--- config.mk ---
export PLATFORM = sky130hd
export DESIGN_NAME = spi_ctl_top
export DESIGN_NICKNAME = d
export VERILOG_FILES = /design/src/rtl/spi_ctl_pkg.sv /design/src/rtl/reg_bank_execute.sv /design/src/rtl/reg_cmd_decode.sv /design/src/rtl/spi_ctl_top.sv /design/src/rtl/spi_frame_rx.sv /design/src/rtl/spi_route_result.sv
export VERILOG_INCLUDE_DIRS = /design/src /design/src/include
export SDC_FILE = /design/constraint.sdc
export NUM_CORES = 1
export LEC_CHECK = 0
export BUFFER_PORTS_ARGS = -buffer_cell sky130_fd_sc_hd__buf_2
export CORE_UTILIZATION = 50
export DETAILED_ROUTE_END_ITERATION = 10
export GPL_TIMING_DRIVEN = 1
export PLACE_DENSITY = 0.73
export SYNTH_ARGS = -nofsm -noshare
export SYNTH_HDL_FRONTEND = slang
export SYNTH_HIERARCHICAL = 1
export SYNTH_SLANG_ARGS = --single-unit
--- constraint.sdc ---
create_clock -name clk -period 2.17 [get_ports clk]
set_clock_uncertainty 0.15 [all_clocks]
set_input_delay 0.5425 -clock clk [delete_from_list [all_inputs] [get_ports clk]]
set_output_delay 0.5425 -clock clk [all_outputs]
set_load 0.02 [all_outputs]
--- src/include/spi_ctl_macros.svh ---
// frame length, register width and peripheral count
// register bank addresses for the spi control block

`ifndef SPI_CTL_MACROS_SVH
`define SPI_CTL_MACROS_SVH

//////////////////////////////////////////////////
// frame and register sizes

// bits per spi frame, address byte then value byte
`define FRAME_BITS 16

// width of each control register
`define REG_BITS 4

// downstream spi peripherals behind the mux
`define PERIPH_COUNT 4

//////////////////////////////////////////////////
// register addresses

`define ADDR_LED          8'd7
`define ADDR_MUX          8'd8
`define ADDR_DAC          8'd9
`define ADDR_RAILS        8'd10
`define ADDR_SOFT_RESET   8'd11
`define ADDR_DAC_REF_MUX  8'd12
// 13 unused, decoded as unknown
`define ADDR_ADC          8'd14
`define ADDR_CLAMP1       8'd15
`define ADDR_CLAMP2       8'd16
`define ADDR_RELAY_COM    8'd17

`endif

--- src/rtl/spi_ctl_pkg.sv ---
// shared types for the spi control block
// frame, command and register file structs, opcode and select enums

`include "spi_ctl_macros.svh"

package spi_ctl_pkg;

  //////////////////////////////////////////////////
  // spi frame as received

  // address byte goes out first, so it sits in the high byte
  typedef struct packed {
    logic [7:0] addr;
    logic [7:0] val;
  } spi_frame_t;

  //////////////////////////////////////////////////
  // decoded command

  typedef enum logic [1:0] {
    OP_NONE       = 2'd0,
    OP_SET_CLEAR  = 2'd1,
    OP_TOGGLE     = 2'd2,
    OP_SOFT_RESET = 2'd3
  } reg_op_e;

  // one select per control register
  typedef enum logic [3:0] {
    SEL_LED         = 4'd0,
    SEL_MUX         = 4'd1,
    SEL_DAC         = 4'd2,
    SEL_RAILS       = 4'd3,
    SEL_DAC_REF_MUX = 4'd4,
    SEL_ADC         = 4'd5,
    SEL_CLAMP1      = 4'd6,
    SEL_CLAMP2      = 4'd7,
    SEL_RELAY_COM   = 4'd8,
    SEL_NONE        = 4'd15
  } reg_sel_e;

  // 22 bits; for toggle both masks carry the overlap
  typedef struct packed {
    reg_op_e               op;
    reg_sel_e              sel;
    logic [7:0]            addr;
    logic [`REG_BITS-1:0]  set_mask;
    logic [`REG_BITS-1:0]  clr_mask;
  } reg_cmd_t;

  //////////////////////////////////////////////////
  // control register file, 36 bits

  typedef struct packed {
    logic [`REG_BITS-1:0] led;
    logic [`REG_BITS-1:0] mux;
    logic [`REG_BITS-1:0] dac;
    logic [`REG_BITS-1:0] rails;
    logic [`REG_BITS-1:0] dac_ref_mux;
    logic [`REG_BITS-1:0] adc;
    logic [`REG_BITS-1:0] clamp1;
    logic [`REG_BITS-1:0] clamp2;
    logic [`REG_BITS-1:0] relay_com;
  } ctl_regs_t;

endpackage

--- src/rtl/reg_bank_execute.sv ---
// control register bank
// set, clear, toggle and soft reset, plus the readback word

`include "spi_ctl_macros.svh"

module reg_bank_execute import spi_ctl_pkg::*; (
  input  logic                   clk,
  input  logic                   reset,
  input  reg_cmd_t               cmd,
  input  logic                   cmd_valid,
  output ctl_regs_t              regs,
  output logic [`FRAME_BITS-1:0] readback
);

  ctl_regs_t            regs_next;
  logic [7:0]           last_addr;
  reg_sel_e             last_sel;
  logic [`REG_BITS-1:0] last_val;

  // new value of one field
  function automatic logic [`REG_BITS-1:0] apply_op(input logic [`REG_BITS-1:0] old,
                                                    input reg_cmd_t c);
    if (c.op == OP_TOGGLE)
      return old ^ c.set_mask;
    else
      return (old | c.set_mask) & ~c.clr_mask;
  endfunction

  //////////////////////////////////////////////////
  // next register file

  always_comb
  begin
    regs_next = regs;
    if (cmd_valid)
    begin
      case (cmd.op)
        OP_SET_CLEAR, OP_TOGGLE:
        begin
          case (cmd.sel)
            SEL_LED:         regs_next.led         = apply_op(regs.led, cmd);
            SEL_MUX:         regs_next.mux         = apply_op(regs.mux, cmd);
            SEL_DAC:         regs_next.dac         = apply_op(regs.dac, cmd);
            SEL_RAILS:       regs_next.rails       = apply_op(regs.rails, cmd);
            SEL_DAC_REF_MUX: regs_next.dac_ref_mux = apply_op(regs.dac_ref_mux, cmd);
            SEL_ADC:         regs_next.adc         = apply_op(regs.adc, cmd);
            SEL_CLAMP1:      regs_next.clamp1      = apply_op(regs.clamp1, cmd);
            SEL_CLAMP2:      regs_next.clamp2      = apply_op(regs.clamp2, cmd);
            SEL_RELAY_COM:   regs_next.relay_com   = apply_op(regs.relay_com, cmd);
            default:         regs_next = regs;
          endcase
        end
        // clamps and relay com survive a soft reset
        OP_SOFT_RESET:
        begin
          regs_next.led         = '0;
          regs_next.mux         = '0;
          regs_next.dac         = '0;
          regs_next.rails       = '0;
          regs_next.dac_ref_mux = '0;
          regs_next.adc         = '0;
        end
        default: regs_next = regs;
      endcase
    end
  end

  always_ff @(posedge clk)
  begin
    if (reset)
    begin
      regs      <= '0;
      last_addr <= '0;
      last_sel  <= SEL_NONE;
    end
    else
    begin
      regs <= regs_next;
      // remember the last accepted command for readback
      if (cmd_valid)
      begin
        last_addr <= cmd.addr;
        last_sel  <= cmd.sel;
      end
    end
  end

  //////////////////////////////////////////////////
  // readback, current value of the last register

  always_comb
  begin
    case (last_sel)
      SEL_LED:         last_val = regs.led;
      SEL_MUX:         last_val = regs.mux;
      SEL_DAC:         last_val = regs.dac;
      SEL_RAILS:       last_val = regs.rails;
      SEL_DAC_REF_MUX: last_val = regs.dac_ref_mux;
      SEL_ADC:         last_val = regs.adc;
      SEL_CLAMP1:      last_val = regs.clamp1;
      SEL_CLAMP2:      last_val = regs.clamp2;
      SEL_RELAY_COM:   last_val = regs.relay_com;
      // soft reset or nothing yet
      default:         last_val = '0;
    endcase
  end

  assign readback = {last_addr, {(`FRAME_BITS - 8 - `REG_BITS){1'b0}}, last_val};

endmodule

--- src/rtl/reg_cmd_decode.sv ---
// frame to command decoder
// address to register select, value to set and clear masks

`include "spi_ctl_macros.svh"

module reg_cmd_decode import spi_ctl_pkg::*; (
  input  logic       clk,
  input  logic       reset,
  input  spi_frame_t frame,
  input  logic       frame_valid,
  output reg_cmd_t   cmd,
  output logic       cmd_valid
);

  logic [`REG_BITS-1:0] set_bits;
  logic [`REG_BITS-1:0] clr_bits;
  logic [`REG_BITS-1:0] overlap;
  reg_cmd_t             cmd_next;

  // low nibble sets, high nibble clears
  assign set_bits = frame.val[`REG_BITS-1:0];
  assign clr_bits = frame.val[2*`REG_BITS-1:`REG_BITS];
  assign overlap  = set_bits & clr_bits;

  always_comb
  begin
    cmd_next.addr     = frame.addr;
    cmd_next.op       = OP_SET_CLEAR;
    cmd_next.sel      = SEL_NONE;
    cmd_next.set_mask = set_bits;
    cmd_next.clr_mask = clr_bits;

    // any bit both set and cleared makes the frame a toggle
    if (overlap != '0)
    begin
      cmd_next.op       = OP_TOGGLE;
      cmd_next.set_mask = overlap;
      cmd_next.clr_mask = overlap;
    end

    case (frame.addr)
      `ADDR_LED:         cmd_next.sel = SEL_LED;
      `ADDR_MUX:         cmd_next.sel = SEL_MUX;
      `ADDR_DAC:         cmd_next.sel = SEL_DAC;
      `ADDR_RAILS:       cmd_next.sel = SEL_RAILS;
      `ADDR_DAC_REF_MUX: cmd_next.sel = SEL_DAC_REF_MUX;
      `ADDR_ADC:         cmd_next.sel = SEL_ADC;
      `ADDR_CLAMP1:      cmd_next.sel = SEL_CLAMP1;
      `ADDR_CLAMP2:      cmd_next.sel = SEL_CLAMP2;
      `ADDR_RELAY_COM:   cmd_next.sel = SEL_RELAY_COM;
      // value byte ignored
      `ADDR_SOFT_RESET:  cmd_next.op  = OP_SOFT_RESET;
      // 13 and everything else
      default:           cmd_next.op  = OP_NONE;
    endcase
  end

  // strobe withheld for unknown addresses
  always_ff @(posedge clk)
  begin
    if (reset)
      cmd_valid <= 1'b0;
    else
      cmd_valid <= frame_valid && cmd_next.op != OP_NONE;
  end

  always_ff @(posedge clk)
  begin
    if (frame_valid)
      cmd <= cmd_next;
  end

endmodule

--- src/rtl/spi_ctl_top.sv ---
// spi board-control top level
// receiver, command decoder, register bank and router

`include "spi_ctl_macros.svh"

module spi_ctl_top import spi_ctl_pkg::*; (
  input  logic                     clk,
  input  logic                     reset,
  // spi from the controller, raw
  input  logic                     sclk,
  input  logic                     cs_n,
  input  logic                     mosi,
  input  logic                     special_n,
  output logic                     miso,
  // downstream peripherals
  input  logic [`PERIPH_COUNT-1:0] periph_miso,
  output logic [`PERIPH_COUNT-1:0] periph_cs_n,
  // board control lines
  output ctl_regs_t                regs
);

  logic                   cs_n_sync;
  logic                   special_n_sync;
  spi_frame_t             frame;
  logic                   frame_valid;
  logic                   bank_miso;
  reg_cmd_t               cmd;
  logic                   cmd_valid;
  logic [`FRAME_BITS-1:0] readback;

  //////////////////////////////////////////////////
  // frame in, readback out

  spi_frame_rx u_rx (
    .clk            (clk),
    .reset          (reset),
    .sclk           (sclk),
    .cs_n           (cs_n),
    .mosi           (mosi),
    .special_n      (special_n),
    .readback       (readback),
    .cs_n_sync      (cs_n_sync),
    .special_n_sync (special_n_sync),
    .frame          (frame),
    .frame_valid    (frame_valid),
    .bank_miso      (bank_miso)
  );

  //////////////////////////////////////////////////
  // decode and execute

  reg_cmd_decode u_decode (
    .clk         (clk),
    .reset       (reset),
    .frame       (frame),
    .frame_valid (frame_valid),
    .cmd         (cmd),
    .cmd_valid   (cmd_valid)
  );

  reg_bank_execute u_execute (
    .clk       (clk),
    .reset     (reset),
    .cmd       (cmd),
    .cmd_valid (cmd_valid),
    .regs      (regs),
    .readback  (readback)
  );

  //////////////////////////////////////////////////
  // pass-through routing

  // mux register is one select bit per peripheral
  spi_route_result u_route (
    .mux_sel        (regs.mux),
    .cs_n_sync      (cs_n_sync),
    .special_n_sync (special_n_sync),
    .bank_miso      (bank_miso),
    .periph_miso    (periph_miso),
    .miso           (miso),
    .periph_cs_n    (periph_cs_n)
  );

endmodule

--- src/rtl/spi_frame_rx.sv ---
// spi pin synchronizer and frame receiver
// shifts mosi into a frame, shifts readback out on bank_miso

`include "spi_ctl_macros.svh"

module spi_frame_rx import spi_ctl_pkg::*; (
  input  logic                   clk,
  input  logic                   reset,
  input  logic                   sclk,
  input  logic                   cs_n,
  input  logic                   mosi,
  input  logic                   special_n,
  input  logic [`FRAME_BITS-1:0] readback,
  output logic                   cs_n_sync,
  output logic                   special_n_sync,
  output spi_frame_t             frame,
  output logic                   frame_valid,
  output logic                   bank_miso
);

  // one extra bit so that more than 16 rises is seen as a bad frame
  localparam int CNT_BITS = $clog2(`FRAME_BITS) + 1;

  // raw pins, kept together through both sync stages
  typedef struct packed {
    logic sclk;
    logic cs_n;
    logic mosi;
    logic special_n;
  } spi_pins_t;

  // idle bus, deselected
  localparam spi_pins_t PINS_IDLE = '{sclk: 1'b0, cs_n: 1'b1, mosi: 1'b0, special_n: 1'b1};

  spi_pins_t              pin_meta;
  spi_pins_t              pin_sync;
  logic                   sclk_prev;
  logic                   cs_n_prev;
  logic                   sclk_rise;
  logic                   sclk_fall;
  logic                   cs_rise;
  logic                   cs_fall;
  logic                   bank_sel;
  logic [CNT_BITS-1:0]    bit_count;
  logic [`FRAME_BITS-1:0] rx_sr;
  logic [`FRAME_BITS-1:0] tx_sr;

  //////////////////////////////////////////////////
  // two-flop sync, edge history

  always_ff @(posedge clk)
  begin
    if (reset)
    begin
      pin_meta  <= PINS_IDLE;
      pin_sync  <= PINS_IDLE;
      sclk_prev <= 1'b0;
      cs_n_prev <= 1'b1;
    end
    else
    begin
      pin_meta  <= '{sclk: sclk, cs_n: cs_n, mosi: mosi, special_n: special_n};
      pin_sync  <= pin_meta;
      sclk_prev <= pin_sync.sclk;
      cs_n_prev <= pin_sync.cs_n;
    end
  end

  assign sclk_rise = pin_sync.sclk & ~sclk_prev;
  assign sclk_fall = ~pin_sync.sclk & sclk_prev;
  assign cs_rise   = pin_sync.cs_n & ~cs_n_prev;
  assign cs_fall   = ~pin_sync.cs_n & cs_n_prev;
  // bank frame: both selects asserted
  assign bank_sel  = ~pin_sync.cs_n & ~pin_sync.special_n;

  assign cs_n_sync      = pin_sync.cs_n;
  assign special_n_sync = pin_sync.special_n;

  //////////////////////////////////////////////////
  // receive path

  // bit counter, restarts on cs fall, saturates
  always_ff @(posedge clk)
  begin
    if (reset)
      bit_count <= '0;
    else if (cs_fall)
      bit_count <= '0;
    else if (sclk_rise && bank_sel && bit_count != {CNT_BITS{1'b1}})
      bit_count <= bit_count + 1'b1;
  end

  // msb first, d into lsb
  always_ff @(posedge clk)
  begin
    if (sclk_rise && bank_sel)
      rx_sr <= {rx_sr[`FRAME_BITS-2:0], pin_sync.mosi};
  end

  assign frame = rx_sr;

  // accept only a complete bank frame
  always_ff @(posedge clk)
  begin
    if (reset)
      frame_valid <= 1'b0;
    else
      frame_valid <= cs_rise && !pin_sync.special_n &&
                     bit_count == CNT_BITS'(`FRAME_BITS);
  end

  //////////////////////////////////////////////////
  // readback path

  // first bit ready before the first rise, rest move on falls
  always_ff @(posedge clk)
  begin
    if (reset)
    begin
      tx_sr     <= '0;
      bank_miso <= 1'b0;
    end
    else if (cs_fall && !pin_sync.special_n)
    begin
      bank_miso <= readback[`FRAME_BITS-1];
      tx_sr     <= {readback[`FRAME_BITS-2:0], 1'b0};
    end
    else if (sclk_fall && bank_sel)
    begin
      bank_miso <= tx_sr[`FRAME_BITS-1];
      tx_sr     <= {tx_sr[`FRAME_BITS-2:0], 1'b0};
    end
  end

endmodule

--- src/rtl/spi_route_result.sv ---
// peripheral chip-select decode and miso select
// bank readback or the muxed peripheral miso

`include "spi_ctl_macros.svh"

module spi_route_result (
  input  logic [`PERIPH_COUNT-1:0] mux_sel,
  input  logic                     cs_n_sync,
  input  logic                     special_n_sync,
  input  logic                     bank_miso,
  input  logic [`PERIPH_COUNT-1:0] periph_miso,
  output logic                     miso,
  output logic [`PERIPH_COUNT-1:0] periph_cs_n
);

  logic pass_sel;

  // pass-through only while the bank itself is not addressed
  assign pass_sel = ~cs_n_sync & special_n_sync;

  //////////////////////////////////////////////////
  // chip selects

  // all high unless passing through, then only mux bits go low
  always_comb
  begin
    for (int i = 0; i < `PERIPH_COUNT; i++)
      periph_cs_n[i] = ~(pass_sel & mux_sel[i]);
  end

  //////////////////////////////////////////////////
  // miso

  // mux mask keeps unselected peripherals off the line
  always_comb
  begin
    if (!special_n_sync)
      miso = bank_miso;
    else
      miso = |(periph_miso & mux_sel);
  end

endmodule

==> flow_summary_export.csv, run 1 <==
group,metric,value,unit
layout,area_delta_synth_final,17.6,%
global_routing,grt_max_degree,47,
cts,clk_path_buf_depth,2,
logic_synthesis,ys.flop_type,"dfxtp_1",
layout,antennaDiodeCount,0,
place,placed_area,6580,um2
sta,setup_viol_count_final,0,
global_routing,grt_pass1_wl,23500,um
floorplan,coreArea,12000,um2
detailed_routing,dr_total_vias,5007,
sta,period_minus_slack,2.07,ns
pwr,clockPowerShare,0.532,
pwr,power.leakage,0.00262,uW
floorplan,dieWidth,113,um
setup_path,cp.arrival,1.38,ns
sta,post-route-period-util,0.956,
floorplan,initial_core_util,0.512,
layout,final_nets,742,
sta,setup_tns,0,ns
global_routing,antenna_found_initial,0,
cts,ctsHtreeMaxLevel,4,
cts,cts_buffers,17,
sta,hold_viol,0,
pwr,peakVddDrop,479,uV
detailed_routing,vias_per_cell,5.88,
hold_path,min_to,"u_rx/pin_meta[0]",
logic_synthesis,seq_area_frac_synth,0.451,
pwr,power_frac_comb,0.012,
detailed_routing,ant_nets,0,
global_routing,grt_pass1_vias,4648,
flow_run,maxCapViolCount,0,
sta,grt_setup_unrepaired,"false",
detailed_routing,drt_wl_total,14500,um
sta,drv_slew,0,
setup_path,r2r_end,"u_execute/regs[2]",
detailed_routing,m1WireLength,6410,um
hold_path,min-delay-start,"special_n",
cts,insertion_delay,0.42,ns
layout,layout-drive-gt1-share,0.210,
logic_synthesis,synth_edf_count,38,
outcome,outcome,"finished clean",
pwr,p_sw_frac,0.214,
hold_path,hold_depth,2,
sta,relSlewSlack,0.626,
place,hpwl,9970,um
pwr,power_frac_seq,0.456,
detailed_routing,met3WireLength,1100,um
setup_path,reg2reg_slack,0.11,ns
logic_synthesis,syn_inst,634,
cts,clk_pin_slew,0.05,ns
floorplan,num_rows,40,
logic_synthesis,ys_types,61,
setup_path,rr_worst_depth,6,
place,place_congestion,0.895,
cts,cts_tree,"done",
layout,stdcell_area,7200,um2
floorplan,die_area,12700,um2
detailed_routing,first_pass_iters,5,
place,port_buffers,50,
logic_synthesis,ys_ff_latch,119,
setup_path,rr_startpoint,"u_decode/cmd[20]",
pwr,p_per_area,700,nW/um2
detailed_routing,drc,0,
logic_synthesis,postSynthAreaPerCell,9.66,um2
logic_synthesis,synthArstFlopShare,0,
logic_synthesis,synth_area,6120,um2
detailed_routing,drt-initial-drc-count,496,
setup_path,cp-end-kind,"output port",
floorplan,fp.dieH,113,um
hold_path,hold_class,"primary input to flop",
pwr,p_int,3960,uW
setup_path,critPathMaxFanout,4,
sta,max_freq,0.482,GHz
setup_path,required,1.48,ns
pwr,p_switching,1080,uW
global_routing,grt_use_total,0.241,
detailed_routing,dr_wl_met2,6590,um
logic_synthesis,yosys_warnings,6,
cts,clock-sinks,119,
setup_path,worst_setup_path_start_kind,"flop",
global_routing,grt-ovfl-total,0,
detailed_routing,top_layer,"met4",
sta,tightest_slew,0.559,ns
floorplan,pin_count,51,
detailed_routing,wire_per_inst,17.0,um
cts,cts_root_buffer,"clkbuf_16",
setup_path,critPathKind,"flop to output port",
[logic make-up (layout without fill, tap and decap cells)]
family / count (synthesis) / in the layout / share of synthesized area
simple gates: 208 / 208 / 0.197
compound gates: 151 / 151 / 0.168
flops: 119 / 119 / 0.451
buf+inv: 97 / 164 / 0.0691
fa+ha+maj: 41 / 41 / 0.0838
mux: 16 / 16 / 0.0286
other cells: 1 / 4 / 0.000613
xor+xnor: 1 / 1 / 0.00143
[per-layer routing]
metal  up-vias  track usage
met1      2384        0.325
met3        33       0.0562
li1       2404            -
met5         -            0
met2       186        0.366
met4         0        0.112
[state kept, by name, indices dropped and copies added, names as in the netlist]
register / count
u_rx/pin_meta: 4
u_execute/regs: 36
u_decode/cmd: 22
u_rx/bit_count: 5
u_rx/sclk_prev: 1
u_rx/bank_miso: 1
u_rx/tx_sr: 15
u_rx/frame_valid: 1
u_rx/cs_n_sync: 1
u_decode/cmd_valid: 1
u_rx/frame: 16
u_execute/last_addr: 8
u_rx/pin_sync: 2
u_rx/cs_n_prev: 1
u_execute/last_sel: 4
u_rx/special_n_sync: 1
[worst max-delay path by stage]
stage                                   from            endpoint  slack, ns  depth (start not counted)
after floorplan             u_decode/cmd[21]   u_execute/regs[0]       0.09                          7
after global placement      u_decode/cmd[20]   u_execute/regs[3]       0.04                          6
after detailed placement    u_decode/cmd[20]   u_execute/regs[2]      -0.06                          6
after CTS                   u_decode/cmd[20]  u_execute/regs[31]       0.02                          7
after global routing        u_decode/cmd[20]  u_execute/regs[29]      0.003                          7
final                     u_execute/regs[30]                miso        0.1                          3
[metrics by stage]
step	instances	hold slack, ns	total power, uW	setup slack [ns]	utilization
floorplan	637	0.236	2380	0.0947	-
global placement	814	0.243	2400	0.0379	0.550
detailed placement	814	0.248	2410	-0.0607	0.550
CTS	848	0.139	5080	0.0156	0.599
global route	851	0.145	5190	0.00335	0.602
finish	851	0.152	5040	0.0953	0.602
[timing repair]
| item | in CTS | in global routing |
|---|---|---|
| gates resized for setup | 2 | 2 |
| pin swaps | 1 | 9 |
| buffers inserted | 2 | 3 |
| hold buffers | 0 | 0 |
| setup endpoints to repair | 7 | 29 |
[critical path: stages, from the launching register on]
cell	delay (ns)
dfxtp_1	0.42
a22oi_1	0.15
a31oi_1	0.20
buf_2	0.19
[synthesized netlist by cell type (all sizes together), types with 8 or more instances]
cell    number  area (um2)
nand2b      10        70.1
nor3        39         195
a221o       15         150
and2        17         106
or2          8        50.1
ha          41         513
edfxtp      38        1140
a21oi       66         330
nor2        23        86.3
a211oi      20         170
nor2b       12        82.6
or3         29         181
buf         26         155
o21a         8        60.1
mux2i       13         130
inv         50         188
nand2       41         154
dfxtp       81        1620
o211ai       8        65.1
clkbuf      21        80.1
[cells in the final DEF (no fill, tap or decap), drive strengths merged, types with 4 or more instances in the layout]
| cell | n |
|---|---|
| a211oi | 20 |
| a21oi | 66 |
| a221o | 15 |
| a22oi | 7 |
| and2 | 17 |
| buf | 82 |
| clkbuf | 20 |
| clkinv | 5 |
| conb | 4 |
| dfxtp | 81 |
| edfxtp | 38 |
| ha | 41 |
| inv | 53 |
| mux2i | 13 |
| nand2 | 41 |
| nand2b | 10 |
| nor2 | 23 |
| nor2b | 12 |
| nor3 | 39 |
| nor4b | 7 |
| o211ai | 8 |
| o21a | 8 |
| o21ai | 7 |
| o22ai | 4 |
| or2 | 8 |
| or3 | 29 |
[power by group through the flow]
| stage | combinational (uW) | sequential, uW | clock [uW] |
|---|---|---|---|
| after floorplan | 40.5 | 2340 | 0 |
| after global placement | 59.3 | 2340 | 0 |
| after detailed placement | 61.3 | 2350 | 0 |
| after CTS | 61.6 | 2300 | 2720 |
| after global routing | 67.1 | 2300 | 2820 |
| final | 61.8 | 2300 | 2680 |
[final cells by class]
cell class | count | area (um2)
fill | 967 | 4760
inverter | 50 | 188
multi-input combinational | 421 | 2960
clock inverter | 12 | 119
sequential | 119 | 2770
clock buffer | 20 | 457
timing repair buffer | 82 | 528
tap | 147 | 184
No activity file was read; power rests on OpenSTA's default activity.
==> run 2: changes to the inputs <==
--- a/config.mk
+++ b/config.mk
@@ -8,9 +8,11 @@
 export LEC_CHECK = 0
 export BUFFER_PORTS_ARGS = -buffer_cell sky130_fd_sc_hd__buf_2
 export CORE_UTILIZATION = 50
+export CTS_BUF_LIST = sky130_fd_sc_hd__clkbuf_8
 export DETAILED_ROUTE_END_ITERATION = 10
 export GPL_TIMING_DRIVEN = 1
-export PLACE_DENSITY = 0.73
+export PLACE_DENSITY = 0.71
+export SLEW_MARGIN = 20
 export SYNTH_ARGS = -nofsm -noshare
 export SYNTH_HDL_FRONTEND = slang
 export SYNTH_HIERARCHICAL = 1
==> flow_summary_export.csv, run 2 (same netlist as run 1, synthesis figures left out) <==
group,metric,value,unit
floorplan,pin_count,51,
sta,tightest_slew,0.545,ns
place,hpwl,9920,um
cts,cts_hold_buffers,0,
sta,drv_slew,0,
layout,antennaDiodeCount,0,
pwr,peakVddDrop,366,uV
global_routing,grt_pass1_vias,4560,
sta,grt_setup_unrepaired,"false",
sta,period_minus_slack,2.08,ns
floorplan,fp.dieH,113,um
flow_run,maxCapViolCount,0,
layout,layout_common_cells,"dfxtp_1 (77), a21oi_1 (66), inv_1 (55)",
cts,clk_pin_slew,0.07,ns
sta,relSlewSlack,0.636,
setup_path,crit_cells,6,
floorplan,coreArea,12000,um2
detailed_routing,drt-initial-drc-count,436,
detailed_routing,ant_nets,0,
cts,insertion_delay,0.44,ns
setup_path,critPathMaxFanout,8,
cts,clock-sinks,119,
layout,register_area,2770,um2
layout,layout-drive-gt1-share,0.207,
floorplan,num_rows,40,
layout,final-instance-count-excl-fill,851,
place,port_buffers,50,
global_routing,grt_max_degree,47,
pwr,p_per_area,590,nW/um2
cts,cts_root_buffer,"clkbuf_8",
hold_path,hold_class,"primary input to flop",
cts,ctsHtreeMaxLevel,4,
setup_path,worst_setup_path_start_kind,"flop",
layout,area_delta_synth_final,13.8,%
sta,max_freq,0.480,GHz
place,place_congestion,0.880,
outcome,outcome,"finished, violations left",
detailed_routing,drc,1,
setup_path,crit_path_cell_trace,"inv_1 -> ha_2 -> nand2b_4 -> or4_4 -> a211oi_2 -> a211oi_1",
place,placed_area,6570,um2
detailed_routing,wire_per_inst,16.7,um
floorplan,die_area,12700,um2
detailed_routing,drt_wl_total,14200,um
detailed_routing,first_pass_iters,8,
outcome,violations,"DRC",
global_routing,antenna_found_initial,0,
setup_path,rr_worst_depth,6,
layout,layout_commonest_cell,"dfxtp_1",
setup_path,critPathTopFamily,"simple AND/OR/NAND/NOR gates",
pwr,power.leakage,0.00255,uW
layout,nFillCells,1005,
cts,cts_tree,"done",
floorplan,dieWidth,113,um
sta,post-route-period-util,0.960,
sta,whs,0.140,ns
sta,setup_tns,0,ns
detailed_routing,vias_per_cell,5.81,
place,place_inst,815,
layout,stdcell_area,6970,um2
setup_path,slowest_stage,"or4_4",
detailed_routing,dr_total_vias,4942,
global_routing,grt_pass1_wl,23300,um
hold_path,hold_depth,2,
setup_path,cp-end-kind,"flop",
layout,multi_input_area,2960,um2
place,pre_cts_ws,-0.0392,ns
setup_path,critPathKind,"flop to flop",
setup_path,required,2.33,ns
sta,fin_ws,0.0872,ns
layout,regMostFlops,"u_execute/regs",
layout,final_nets,743,
sta,hold_viol,0,
setup_path,max_stage_delay,0.58,ns
global_routing,grt-ovfl-total,0,
sta,setup_viol_count_final,0,
setup_path,cp.arrival,2.24,ns
floorplan,initial_core_util,0.512,
layout,largest_reg_flops,36,
cts,clk_path_buf_depth,2,
setup_path,crit_buf_inv,1,
cts,cts_buffers,17,
global_routing,grt_use_total,0.237,
run 2: cell types whose count changed in the layout (fill, tap and decap cells not counted), sizes merged:
cell      change
buf           +1
bufinv        -1
clkbuf        +3
clkinv        -2
clkinvlp      -3
inv           +2
run 2: area by class of cell:
cell class / instances / area share
Clock inverter: 8 / 0.00485
Multi-Input combinational cell: 421 / 0.424
Clock buffer: 23 / 0.0454
Sequential cell: 119 / 0.397
Timing Repair Buffer: 83 / 0.0750
Inverter: 50 / 0.0269
Tap cell: 147 / 0.0264
run 2: worst paths after layout:
| check | from | end | slack (ns) |
|---|---|---|---|
| min reg2reg | u_rx/pin_meta[0] | u_rx/special_n_sync | 0.26 |
| max | u_decode/cmd[20] | u_execute/regs[0] | 0.09 |
| max reg2reg | u_decode/cmd[20] | u_execute/regs[0] | 0.09 |
| min | special_n | u_rx/pin_meta[0] | 0.14 |
run 2: power by group:
part	internal, uW	total, uW	switching [uW]
combinational	21.6	61.4	39.9
sequential	2290	2300	4.96
clock	938	1750	816
total	3250	4110	860
run 2: per-stage QoR:
stage          utilization  total power [uW]
3_5_place_dp         0.549              2410
2_1_floorplan            -              2380
3_3_place_gp         0.549              2400
6_report             0.583              4110
4_1_cts              0.580              4160
5_1_grt              0.583              4250
run 2: repair_timing:
item	CTS	global route
setup buffers	1	4
pin swaps	0	0
endpoints found under the setup margin	8	22
gates resized for setup	4	2
run 2: layer usage:
| layer | GRT usage | part of all wire | vias to the layer above |
|---|---|---|---|
| met1 | 0.332 | 0.46 | 2357 |
| li1 | - | - | 2404 |
| met5 | 0 | 0 | - |
| met2 | 0.356 | 0.45 | 161 |
| met4 | 0.0916 | 0.016 | 0 |
| met3 | 0.0540 | 0.070 | 20 |
